**src/verilog/dcache_pkg.sv**
```systemverilog
package dcache_pkg;

  // cache geometry
  localparam int LINE_WORDS = 4;
  localparam int OFFSET_BITS = 2;
  localparam int INDEX_BITS = 4;
  localparam int WORD_INDEX_BITS = INDEX_BITS + OFFSET_BITS;

  // byte address field positions
  localparam int INDEX_LSB = OFFSET_BITS + 2;
  localparam int TAG_LSB = INDEX_LSB + INDEX_BITS;

  // physical address bits 28 down to TAG_LSB
  localparam int TAG_BITS = 29 - TAG_LSB;
  localparam int BUS_ADDR_BITS = TAG_BITS + INDEX_BITS + OFFSET_BITS;

  typedef enum logic [1:0] {
    WIDTH_BYTE = 2'b00,
    WIDTH_HALF = 2'b01,
    WIDTH_WORD = 2'b10
  } width_t;

  typedef struct packed {
    logic valid;
    logic dirty;
  } line_flags_t;

  typedef enum logic [5:0] {
    IDLE      = 6'b000001,
    EVICT     = 6'b000010,
    FILL_CMD  = 6'b000100,
    FILL_DATA = 6'b001000,
    COMMIT    = 6'b010000,
    ISSUE     = 6'b100000
  } miss_state_t;

  typedef struct packed {
    logic        read;
    logic        write;
    logic        extend;
    width_t      width;
    logic [31:0] addr;
    logic [31:0] wdata;
  } mem_req_t;

endpackage

```
**src/verilog/mem_bus_if.sv**
```systemverilog
`timescale 1ns/10ps

interface mem_bus_if;

  // command channel
  logic                                 cvalid;
  logic                                 cready;
  logic                                 cmd;
  logic [dcache_pkg::BUS_ADDR_BITS-1:0] addr;

  // write channel
  logic                                 wvalid;
  logic                                 wready;
  logic                                 wlast;
  logic [31:0]                          wdata;

  // read channel
  logic                                 rvalid;
  logic                                 rready;
  logic                                 rlast;
  logic [31:0]                          rdata;

  // held high by the bus for as long as the fault lasts
  logic                                 error;

  modport master (
    output cvalid, cmd, addr, wvalid, wlast, wdata, rready,
    input  cready, wready, rvalid, rlast, rdata, error
  );

  modport top (
    input  cvalid, cmd, addr, wvalid, wlast, wdata, rready,
    output cready, wready, rvalid, rlast, rdata, error
  );

endinterface

```
**src/verilog/line_store_if.sv**
```systemverilog
`timescale 1ns/10ps

interface line_store_if;

  // word address within the store, line index above word offset
  logic [dcache_pkg::WORD_INDEX_BITS-1:0] read_index;
  logic [dcache_pkg::TAG_BITS-1:0]        read_tag;
  dcache_pkg::line_flags_t                read_flags;
  logic [31:0]                            read_data;
  logic                                   hit;

  logic [dcache_pkg::WORD_INDEX_BITS-1:0] write_index;
  logic                                   write_data_req;
  logic [31:0]                            write_data;
  logic [3:0]                             write_mask;

  // write_tag is also the tag looked up for hit
  logic                                   write_tag_req;
  logic [dcache_pkg::TAG_BITS-1:0]        write_tag;
  dcache_pkg::line_flags_t                write_flags;

  modport ctrl (
    output read_index, write_index, write_data_req, write_data, write_mask,
    output write_tag_req, write_tag, write_flags,
    input  read_tag, read_flags, read_data, hit
  );

  modport store (
    input  read_index, write_index, write_data_req, write_data, write_mask,
    input  write_tag_req, write_tag, write_flags,
    output read_tag, read_flags, read_data, hit
  );

endinterface

```
**src/verilog/line_store.sv**
```systemverilog
`timescale 1ns/10ps

module line_store (
  input logic         clk_core,
  input logic         reset_n,
  line_store_if.store port
);

  localparam int LINES = 2 ** dcache_pkg::INDEX_BITS;
  localparam int WORDS = dcache_pkg::LINE_WORDS * LINES;

  logic [dcache_pkg::TAG_BITS-1:0]   tags [LINES];
  dcache_pkg::line_flags_t           flags [LINES];
  logic [31:0]                       data [WORDS];

  logic [dcache_pkg::INDEX_BITS-1:0] read_line;
  logic [dcache_pkg::INDEX_BITS-1:0] write_line;

  assign read_line = port.read_index[dcache_pkg::OFFSET_BITS +: dcache_pkg::INDEX_BITS];
  assign write_line = port.write_index[dcache_pkg::OFFSET_BITS +: dcache_pkg::INDEX_BITS];

  // zero-latency lookup
  assign port.read_tag = tags[read_line];
  assign port.read_flags = flags[read_line];
  assign port.read_data = data[port.read_index];
  assign port.hit = flags[read_line].valid && (tags[read_line] == port.write_tag);

  always_ff @(posedge clk_core) begin
    if (!reset_n) begin
      for (int i = 0; i < LINES; i++) begin
        flags[i] <= '0;
      end
    end else if (port.write_tag_req) begin
      flags[write_line] <= port.write_flags;
    end
  end

  always_ff @(posedge clk_core) begin
    if (port.write_tag_req) begin
      tags[write_line] <= port.write_tag;
    end
  end

  // byte lanes merge under the mask
  always_ff @(posedge clk_core) begin
    if (port.write_data_req) begin
      for (int b = 0; b < 4; b++) begin
        if (port.write_mask[b]) begin
          data[port.write_index][8*b +: 8] <= port.write_data[8*b +: 8];
        end
      end
    end
  end

endmodule

```
**src/verilog/beat_counter.sv**
```systemverilog
`timescale 1ns/10ps

module beat_counter (
  input  logic                               clk_core,
  input  logic                               reset_n,
  input  logic                               beat,
  input  logic [dcache_pkg::OFFSET_BITS-1:0] want_offset,
  output logic [dcache_pkg::OFFSET_BITS-1:0] offset,
  output logic                               last_beat,
  output logic                               wanted_word
);

  always_ff @(posedge clk_core) begin
    if (!reset_n) begin
      offset <= '0;
    end else if (beat) begin
      // rolls back to word 0 after the last beat
      offset <= offset + 1'b1;
    end
  end

  assign last_beat = (int'(offset) == dcache_pkg::LINE_WORDS - 1);

  // beat carrying the requested word
  assign wanted_word = (offset == want_offset);

endmodule

```
**src/verilog/lane_align.sv**
```systemverilog
`timescale 1ns/10ps

module lane_align (
  input  dcache_pkg::mem_req_t req,
  input  logic [31:0]          word_in,
  output logic [31:0]          store_data,
  output logic [3:0]           store_mask,
  output logic [31:0]          load_data
);

  logic [1:0]  lane;
  logic [7:0]  lane_byte;
  logic [15:0] lane_half;

  assign lane = req.addr[1:0];
  assign lane_byte = word_in[8*lane +: 8];
  assign lane_half = word_in[16*lane[1] +: 16];

  // place store bytes in their lane
  always_comb begin
    store_data = '0;
    store_mask = '0;
    case (req.width)
      dcache_pkg::WIDTH_BYTE: begin
        store_data[8*lane +: 8] = req.wdata[7:0];
        store_mask[lane] = 1'b1;
      end
      dcache_pkg::WIDTH_HALF: begin
        store_data[16*lane[1] +: 16] = req.wdata[15:0];
        store_mask[2*lane[1] +: 2] = 2'b11;
      end
      default: begin
        store_data = req.wdata;
        store_mask = 4'hf;
      end
    endcase
  end

  // pick load lane, zero or sign extend
  always_comb begin
    load_data = '0;
    if (req.read) begin
      case (req.width)
        dcache_pkg::WIDTH_BYTE:
          load_data = {{24{req.extend & lane_byte[7]}}, lane_byte};
        dcache_pkg::WIDTH_HALF:
          load_data = {{16{req.extend & lane_half[15]}}, lane_half};
        dcache_pkg::WIDTH_WORD:
          load_data = word_in;
        default:
          load_data = '0;
      endcase
    end
  end

endmodule

```
**src/verilog/miss_fsm.sv**
```systemverilog
`timescale 1ns/10ps

module miss_fsm (
  input  logic                               clk_core,
  input  logic                               reset_n,
  input  dcache_pkg::mem_req_t               req,
  input  logic                               active,
  mem_bus_if.master                          bus,
  line_store_if.ctrl                         cache,
  input  logic [dcache_pkg::OFFSET_BITS-1:0] offset,
  input  logic                               last_beat,
  input  logic                               wanted_word,
  output logic                               beat,
  input  logic [31:0]                        store_data,
  input  logic [3:0]                         store_mask,
  output logic [31:0]                        word_out,
  output logic                               done,
  output logic                               error
);

  dcache_pkg::miss_state_t             state;
  dcache_pkg::miss_state_t             state_next;

  logic [dcache_pkg::INDEX_BITS-1:0]   index;
  logic [dcache_pkg::OFFSET_BITS-1:0]  req_offset;
  logic                                capture;
  logic [31:0]                         rword;

  assign index = req.addr[dcache_pkg::INDEX_LSB +: dcache_pkg::INDEX_BITS];
  assign req_offset = req.addr[2 +: dcache_pkg::OFFSET_BITS];

  assign cache.write_tag = req.addr[dcache_pkg::TAG_LSB +: dcache_pkg::TAG_BITS];
  assign cache.read_index = {index, (state == dcache_pkg::EVICT) ? offset : req_offset};

  // victim words go straight from the store onto the bus
  assign bus.wdata = cache.read_data;

  assign beat = (bus.wvalid & bus.wready) | (bus.rvalid & bus.rready);
  assign error = active & bus.error;

  always_ff @(posedge clk_core) begin
    if (!reset_n || bus.error) begin
      state <= dcache_pkg::IDLE;
    end else begin
      state <= state_next;
    end
  end

  always_ff @(posedge clk_core) begin
    if (capture) begin
      rword <= bus.rdata;
    end
  end

  always_comb begin
    state_next = state;
    done = 1'b0;
    capture = 1'b0;
    word_out = cache.read_data;

    bus.cvalid = 1'b0;
    bus.cmd = 1'b0;
    bus.addr = {cache.write_tag, index, {dcache_pkg::OFFSET_BITS{1'b0}}};
    bus.wvalid = 1'b0;
    bus.wlast = 1'b0;
    bus.rready = 1'b0;

    cache.write_index = {index, req_offset};
    cache.write_data_req = 1'b0;
    cache.write_data = store_data;
    cache.write_mask = store_mask;
    cache.write_tag_req = 1'b0;
    cache.write_flags = '0;

    case (state)
      dcache_pkg::IDLE: begin
        if (active) begin
          if (cache.hit) begin
            done = 1'b1;
            if (req.write) begin
              cache.write_data_req = 1'b1;
              cache.write_tag_req = 1'b1;
              cache.write_flags = '{valid: 1'b1, dirty: 1'b1};
            end
          end else if (cache.read_flags.valid && cache.read_flags.dirty) begin
            // write command for the victim held until taken
            bus.cvalid = 1'b1;
            bus.addr = {cache.read_tag, index, {dcache_pkg::OFFSET_BITS{1'b0}}};
            if (bus.cready) begin
              state_next = dcache_pkg::EVICT;
            end
          end else begin
            // drop the old line so a broken fill leaves nothing valid
            cache.write_tag_req = 1'b1;
            state_next = dcache_pkg::FILL_CMD;
          end
        end
      end

      dcache_pkg::EVICT: begin
        bus.wvalid = 1'b1;
        bus.wlast = last_beat;
        if (bus.wready && last_beat) begin
          cache.write_tag_req = 1'b1;
          state_next = dcache_pkg::FILL_CMD;
        end
      end

      dcache_pkg::FILL_CMD: begin
        bus.cvalid = 1'b1;
        bus.cmd = 1'b1;
        if (bus.cready) begin
          state_next = dcache_pkg::FILL_DATA;
        end
      end

      dcache_pkg::FILL_DATA: begin
        bus.rready = 1'b1;
        if (bus.rvalid) begin
          cache.write_index = {index, offset};
          cache.write_data_req = 1'b1;
          cache.write_data = bus.rdata;
          cache.write_mask = 4'hf;
          capture = wanted_word;
          if (bus.rlast) begin
            cache.write_tag_req = 1'b1;
            cache.write_flags = '{valid: 1'b1, dirty: 1'b0};
            state_next = dcache_pkg::COMMIT;
          end
        end
      end

      dcache_pkg::COMMIT: begin
        if (req.write) begin
          cache.write_data_req = 1'b1;
          cache.write_tag_req = 1'b1;
          cache.write_flags = '{valid: 1'b1, dirty: 1'b1};
        end
        state_next = dcache_pkg::ISSUE;
      end

      dcache_pkg::ISSUE: begin
        done = 1'b1;
        word_out = rword;
        state_next = dcache_pkg::IDLE;
      end

      default: begin
        state_next = dcache_pkg::IDLE;
      end
    endcase

    // bus fault ends the access
    if (error) begin
      done = 1'b1;
    end
  end

endmodule

```
**src/verilog/mem_stage.sv**
```systemverilog
`timescale 1ns/10ps

module mem_stage (
  input  logic                                 clk_core,
  input  logic                                 reset_n,
  input  logic                                 req_valid,
  input  logic                                 req_read,
  input  logic                                 req_write,
  input  logic                                 req_extend,
  input  dcache_pkg::width_t                   req_width,
  input  logic [31:0]                          req_addr,
  input  logic [31:0]                          req_wdata,
  output logic                                 stall,
  output logic                                 resp_valid,
  output logic                                 resp_error,
  output logic [31:0]                          resp_rdata,
  output logic                                 cvalid,
  input  logic                                 cready,
  output logic                                 cmd,
  output logic [dcache_pkg::BUS_ADDR_BITS-1:0] bus_addr,
  output logic                                 wvalid,
  input  logic                                 wready,
  output logic                                 wlast,
  output logic [31:0]                          bus_wdata,
  input  logic                                 rvalid,
  output logic                                 rready,
  input  logic                                 rlast,
  input  logic [31:0]                          rdata,
  input  logic                                 bus_error,
  output logic                                 eack
);

  mem_bus_if    bus_if ();
  line_store_if cache_if ();

  dcache_pkg::mem_req_t               req_q;
  logic                               req_valid_q;
  logic                               done;
  logic                               beat;
  logic                               count_reset_n;
  logic [dcache_pkg::OFFSET_BITS-1:0] offset;
  logic                               last_beat;
  logic                               wanted_word;
  logic [31:0]                        store_data;
  logic [3:0]                         store_mask;
  logic [31:0]                        word_out;

  assign bus_if.cready = cready;
  assign bus_if.wready = wready;
  assign bus_if.rvalid = rvalid;
  assign bus_if.rlast = rlast;
  assign bus_if.rdata = rdata;
  assign bus_if.error = bus_error;

  assign cvalid = bus_if.cvalid;
  assign cmd = bus_if.cmd;
  assign bus_addr = bus_if.addr;
  assign wvalid = bus_if.wvalid;
  assign wlast = bus_if.wlast;
  assign bus_wdata = bus_if.wdata;
  assign rready = bus_if.rready;
  assign eack = bus_if.error;

  // stage register
  always_ff @(posedge clk_core) begin
    if (!reset_n) begin
      req_valid_q <= 1'b0;
    end else if (!stall) begin
      req_valid_q <= req_valid;
    end
  end

  always_ff @(posedge clk_core) begin
    if (!stall && req_valid) begin
      req_q <= '{read: req_read, write: req_write, extend: req_extend, width: req_width,
                 addr: req_addr, wdata: req_wdata};
    end
  end

  assign stall = req_valid_q & ~done;
  assign resp_valid = done;

  // a bus fault abandons the burst, restart at word 0
  assign count_reset_n = reset_n & ~bus_error;

  line_store line_store_inst (
    .clk_core (clk_core),
    .reset_n  (reset_n),
    .port     (cache_if.store)
  );

  beat_counter beat_counter_inst (
    .clk_core    (clk_core),
    .reset_n     (count_reset_n),
    .beat        (beat),
    .want_offset (req_q.addr[2 +: dcache_pkg::OFFSET_BITS]),
    .offset      (offset),
    .last_beat   (last_beat),
    .wanted_word (wanted_word)
  );

  lane_align lane_align_inst (
    .req        (req_q),
    .word_in    (word_out),
    .store_data (store_data),
    .store_mask (store_mask),
    .load_data  (resp_rdata)
  );

  miss_fsm miss_fsm_inst (
    .clk_core    (clk_core),
    .reset_n     (reset_n),
    .req         (req_q),
    .active      (req_valid_q),
    .bus         (bus_if.master),
    .cache       (cache_if.ctrl),
    .offset      (offset),
    .last_beat   (last_beat),
    .wanted_word (wanted_word),
    .beat        (beat),
    .store_data  (store_data),
    .store_mask  (store_mask),
    .word_out    (word_out),
    .done        (done),
    .error       (resp_error)
  );

endmodule

```
**config.mk**
```make
export PLATFORM = sky130hd
export DESIGN_NAME = mem_stage
export DESIGN_NICKNAME = d
export VERILOG_FILES = /design/src/verilog/dcache_pkg.sv /design/src/verilog/mem_bus_if.sv /design/src/verilog/line_store_if.sv /design/src/verilog/line_store.sv /design/src/verilog/beat_counter.sv /design/src/verilog/lane_align.sv /design/src/verilog/miss_fsm.sv /design/src/verilog/mem_stage.sv
export SDC_FILE = /design/constraint.sdc
export NUM_CORES = 2
export LEC_CHECK = 0
export BUFFER_PORTS_ARGS = -buffer_cell sky130_fd_sc_hd__buf_2
export CAP_MARGIN = 10
export CORE_MARGIN = 10
export CORE_UTILIZATION = 56
export DETAILED_ROUTE_END_ITERATION = 10
export GPL_ROUTABILITY_DRIVEN = 0
export GPL_TIMING_DRIVEN = 0
export HOLD_SLACK_MARGIN = 0.15
export PLACE_DENSITY_LB_ADDON = 0.12
export SYNTH_ARGS = -nofsm -noshare
export SYNTH_HDL_FRONTEND = slang
export SYNTH_HIERARCHICAL = 1
export SYNTH_SLANG_ARGS = --single-unit
```
**constraint.sdc**
```tcl
create_clock -name clk_core -period 6.9 [get_ports clk_core]
set_input_delay 0.69 -clock clk_core [delete_from_list [all_inputs] [get_ports clk_core]]
set_output_delay 0.69 -clock clk_core [all_outputs]
set_load 0.01 [all_outputs]
```
* After elaboration in Yosys (flattened, before gate mapping)
Memory sizes are Yosys's and may differ from the RTL's. A register that Yosys moved wholly into a read port is not among the register bits.
Cells that the tools add are included.
** Storage, ports and cells
- Flip-flop bits (word level) :: 107
- Bits in writable memories :: 2416
- Bits of input ports :: 109
- Output and inout port bits :: 100
- Memories kept :: 3
** Operators by class
- Add/subtract/negate cells :: 4
- Magnitude comparators :: 2
- Equal/unequal tests :: 18
- Shift-type cells :: 8
- Multiplexer cells :: 81
- Bitwise operators :: 13
- Reductions and logical operators :: 11
** Memories
- line_store_inst.data :: depth 64, bits a word 32, rd ports 1, clocked after memory_dff 0, wr ports 1, line line_store.sv:14 : logic [31:0] data [WORDS];
- line_store_inst.tags :: depth 16, bits a word 21, rd ports 1, clocked after memory_dff 1, wr ports 1, line line_store.sv:12 : logic [dcache_pkg::TAG_BITS-1:0] tags [LINES];
- line_store_inst.flags :: depth 16, bits a word 2, rd ports 1, clocked after memory_dff 1, wr ports 16, line line_store.sv:13 : dcache_pkg::line_flags_t flags [LINES];
** Operator list (number)
- $mux W32 :: 4
- $mux W27 :: 4
- $pmux W32 S3 :: 1
- $neg A5 Y34 :: 2
- $and A32 B32 Y32 :: 2
- $pmux W32 S2 :: 1
- $mux W6 :: 8
- $mux W1 :: 41
- $neg A2 Y34 :: 1
- $shift A16 B34 Y32 const A :: 1
- $shift A2 B34 Y4 const A :: 1
- $shift A8 B34 Y32 const A :: 1
- $shiftx A16 B34 Y32 :: 1
- $shiftx A2 B34 Y4 const A :: 1
- $shiftx A8 B34 Y32 :: 1
- $shiftx A32 B6 Y16 :: 1
- $shiftx A32 B6 Y8 :: 1
- $pmux W6 S5 :: 1
- $eq A21 B21 Y1 :: 1
- $mux W4 :: 5
- $mux W2 :: 9
- $ne A2 B2 Y1 const B :: 6
- $pmux W4 S2 :: 1
- $and A1 B1 Y1 :: 7
- other kinds (27) :: 35

* Logic depth before layout (Yosys ltp)
- Word-level depth :: 11
- Depth in mapped cells :: 20

* By module
The synthesis kept the hierarchy.
** By module, submodules not included
- line_store :: instances 1, cells each 4049, area an instance 94154.1 µm², sequential area each 72549.6 µm²
- miss_fsm :: instances 1, cells each 345, area an instance 3143.0 µm², sequential area each 1081.0 µm²
- mem_stage :: instances 1, cells each 75, area an instance 2133.3 µm², sequential area each 2092.0 µm²
- lane_align :: instances 1, cells each 220, area an instance 1316.3 µm², sequential area each 0.0 µm²
- beat_counter :: instances 1, cells each 10, area an instance 105.1 µm², sequential area each 40.0 µm²

* Worst setup path before layout
Ideal clock, no wire load.
- Kind :: register -> register
- Start :: register req_q[36] (netlist name)
- End :: register req_q[0] (netlist bit), enable pin
- Library setup time :: 0.504 ns
- Arrival :: 6.192 ns
- Setup slack :: 0.204 ns
- Cell stages (with the launch flop) :: 16
- Clock period less this slack :: 6.696 ns
- Cells stage by stage :: edfxtp_1 buf_4 buf_6 buf_8 buf_4 buf_2 nand3_1 a41oi_1 a31o_2 a2111oi_0 o2111ai_1 nor4_2 a31oi_1 o21ai_0 nor2b_4 nor2b_1
** RTL lines
- end signal: assignment :: line mem_stage.sv:75 : req_q <= '{read: req_read, write: req_write, extend: req_extend, width: req_width,
- end: declaration :: line mem_stage.sv:36 : dcache_pkg::mem_req_t req_q;

* Final worst setup path
- Start :: register req_q[38] (netlist bit)
- End :: output resp_rdata[27]
** On the way
- Cells in the longest elaborated chain, start to end :: 6
- Elaborated cells between the ends (all ways) :: 8
- Classes of those cells :: 2 x shift; 3 x mux; 2 x bitwise; 1 x memory
** Ends and longest elaborated chain
- $mem_v2 Z64 W32 (*)
- named net cache_if.read_data[15] :: line line_store_if.sv:9 : logic [31:0] read_data;
- $mux W32 (*) :: line miss_fsm.sv:75 : case (state)
- named net word_out[15] :: line mem_stage.sv:46 : logic [31:0] word_out;
- $shiftx A32 B6 Y16 / $shiftx A32 B6 Y8 (equally long branches) :: line lane_align.sv:17, lane_align.sv:16
- $and A1 B1 Y1, on equally long branches :: line lane_align.sv:47, lane_align.sv:45
- $pmux W32 S3 (*) :: line lane_align.sv:43 : case (req.width)
- $mux W32 (*) :: line lane_align.sv:42 : if (req.read) begin
- end: declaration :: line mem_stage.sv:16 : output logic [31:0] resp_rdata,
The timed path passes the listed nets; every way through them passes the cells marked *.

==> run summary <==
## Outcome
- run status: finished with violations
- failing checks: max-capacitance violations, max-slew violations

## Route
- total vias in the final route: 53,500
- number of detailed-route iterations in the first pass: 8
- number of routed nets with antenna violations: 0
- wire length after detailed routing: 295,000 µm
- number of remaining DRC errors: 0
- count of routing violations after the opening detailed-route iteration: 7,679
- average routed wire per standard cell: 37.2 µm
- DR vias/cell: 6.74

## Global routing
- gr ovfl total: 0
- wire length of the first global-routing pass: 409,000 µm
- largest net degree at the start of global routing: 57
- Overall Global Routing Usage: 0.297
- number of antenna violations at the first check in global routing: 17
- via count of the first global-routing pass: 52,400

## Timing
- setup repair after global routing missed its margin: true
- worst slew pin tran: 1.57 ns
- highest clock frequency the design can meet: 145 MHz
- worst-case headroom to the max-slew limit: -0.0576
- crit share post-route: 0.997
- number of max-slew violations in the final report: 5
- Min Clock Period, post-route: 6.88 ns
- Total Negative Setup Slacks: 0 ns
- final worst slack: 0.0195 ns
- total of endpoints with negative setup slack in the final report: 0
- final clock skew: 0.0585 ns
- worst hold-check slack: 0.355 ns
- final hold violations: 0

## Floorplan
- Placement Rows: 155
- Floorplan Core Area: 0.179 mm²
- area of the die: 0.197 mm²
- initial cell density of the core: 0.564
- die boundary height: 444 µm
- I/O pin count: 209
- die width: 444 µm

## CTS
- CTS root buf: sky130_fd_sc_hd__clkbuf_16
- clock slew at reported path FFs: 0.06 ns
- total CTS buffers: 274
- TritonCTS clock tree: built
- Bufs on Longest Clock Path: 4
- number of sinks handled by clock tree synthesis: 2,523
- clock insertion delay at the later pin of the skew report: 0.91 ns
- # H-tree levels: 5

## Setup path
- cell family contributing the most delay on the critical path: buffers and inverters
- type of element launching the critical path: flip-flop
- cell with the biggest individual delay on the critical path: sky130_fd_sc_hd__clkbuf_1
- highest fanout seen on the critical path: 10
- capture instance of the worst register-to-register path: line_store_inst/data[15][29]
- reg2reg setup slack: 0.05 ns
- Arr. time, crit path: 6.19 ns
- ordered list of cells on the worst path: buf_4 -> buf_2 -> buf_4 -> buf_2 -> clkbuf_1 -> mux4_2 -> mux4_2 -> mux2_2 -> mux2i_2 -> nor2_1 -> o21ai_2 -> buf_6 -> a21oi_1 -> buf_2
- r2r worst-path depth: 18
- Worst Setup End Kind: output port
- Most Frequent Cell on Critical Path: sky130_fd_sc_hd__buf_2
- largest stage delay on the critical path: 0.86 ns
- total buffers and inverters traversed by the critical path: 7
- startpoint of the worst register-to-register path: req_q[36]
- type of the worst setup path: flip-flop to output port
- critical path data required time: 6.21 ns

## Power and ir drop
- maximum VDD drop: 0.000236 V
- power density relative to cell area: 286 mW/mm²
- leakage power: 37.8 nW

## Placement
- worst slack at placement: -1.58 ns
- HPWL after detailed placement: 205,000 µm
- quantity of I/O buffers inserted on ports: 203

## Layout
- share of cells above drive strength 1: 0.371
- Post-Route Utilization: 0.659
- net count of the finished layout: 5,496
- layout overhead on the synthesized area: 16.7%
- Fill cells: 11,600

## Logic synthesis
- Yosys Warn Count: 6
- cell area after technology mapping: 0.101 mm²
- count of mapped cells out of synthesis: 4,696
- Synth Area per Inst: 21.5 µm²

## Min path
- Hold Startpoint: rlast
- Hold WC Path Type: primary input to flip-flop
- count of cells along the worst hold path: 4
- end point of the most critical hold path: line_store_inst/flags[10][1]

## Run
- MaxCap Viol Count: 1

## cells in the final DEF, fill, tap and decap left out, types with 17 or more instances in the layout
cell type and instances:
sky130_fd_sc_hd__nor2b_1 26, sky130_fd_sc_hd__inv_1 34, sky130_fd_sc_hd__edfxtp_1 2514, sky130_fd_sc_hd__buf_4 113, sky130_fd_sc_hd__clkbuf_4 20, sky130_fd_sc_hd__mux2_2 71
sky130_fd_sc_hd__clkinv_1 49, sky130_fd_sc_hd__nor2_1 93, sky130_fd_sc_hd__buf_8 39, sky130_fd_sc_hd__nand2_2 38, sky130_fd_sc_hd__o21ai_0 46, sky130_fd_sc_hd__buf_12 52
sky130_fd_sc_hd__clkinv_2 42, sky130_fd_sc_hd__dlygate4sd3_1 104, sky130_fd_sc_hd__a22oi_1 17, sky130_fd_sc_hd__nor2_4 74, sky130_fd_sc_hd__mux2i_1 41, sky130_fd_sc_hd__buf_2 244
sky130_fd_sc_hd__clkbuf_16 279, sky130_fd_sc_hd__nor2_2 171, sky130_fd_sc_hd__clkbuf_2 36, sky130_fd_sc_hd__clkbuf_1 112, sky130_fd_sc_hd__bufinv_16 21, sky130_fd_sc_hd__mux4_2 737
sky130_fd_sc_hd__nand2b_1 17, sky130_fd_sc_hd__buf_6 53, sky130_fd_sc_hd__a21oi_1 45, sky130_fd_sc_hd__nand2_1 193
## layout make-up
class	count	area, µm²	share of cell area
diodes	10	25.0	0.000213
flip-flops and latches	2523	75700	0.643
multi-input cells	1806	24200	0.206
inverters	35	131	0.00112
clock inverters	131	1180	0.0101
well taps	2355	2950	0.0251
repair buffers	413	3810	0.0324
plain buffers	328	2470	0.0210
clock buffers	333	7190	0.0612
## registers in the layout (all words and copies together) (netlist names)
name	flops
line_store_inst/tags	336
req_valid_q	1
miss_fsm_inst/state	6
line_store_inst/data	2048
req_q	66
miss_fsm_inst/rword	32
line_store_inst/flags	32
beat_counter_inst/offset	2
## tightest hold or removal path: cells and delay by family
family          cells  cell delay (ns)
buf+inv             2             0.19
compound gates      1             0.08
simple gates        1             0.16
## metrics by stage
stage / std cells / power [mW] / instance area (µm²)
final: 7934 / 33.7 / 118000
after global routing: 7929 / 34.5 / 118000
after CTS: 7912 / 33.8 / 117000
after detailed placement: 7328 / 19.9 / 106000
after global placement: 7255 / 19.8 / 105000
after floorplan: 4697 / 18.7 / 101000
## power breakdown
part	internal, mW	switching (mW)	total [mW]	leakage (nW)
Sequential	17.0	0.0333	17.0	22.9
Clock	8.18	5.77	13.9	4.09
Combinational	1.00	1.70	2.70	10.8
## timing repair
item	CTS	global route
endpoints found under the hold margin	104	0
gates resized for setup	418	130
setup endpoints to repair	2444	881
hold buffers	104	0
setup buffers	20	5
pin swaps	12	4
## per-layer routing
metal  global-route usage  part of all wire  vias up
li1                     -                 -    20800
met1                0.403              0.36    28400
met2                0.462              0.47     3532
met3               0.0680              0.11      732
met4                0.138             0.056       12
met5                    0           0.00027        -
## worst max-delay path by stage
| stage | startpoint | depth (start not counted) | to |
|---|---|---|---|
| 6_report | req_q[38] | 14 | resp_rdata[27] |
| 5_1_grt | req_q[36] | 18 | line_store_inst/data[47][29] |
| 4_1_cts | miss_fsm_inst/state[1] | 19 | resp_rdata[10] |
| 3_5_place_dp | req_q[38] | 16 | line_store_inst/data[43][14] |
| 3_3_place_gp | req_q[38] | 13 | req_q[51] |
| 2_1_floorplan | req_q[36] | 15 | req_q[0] |
(Power assumes the default switching activity.)
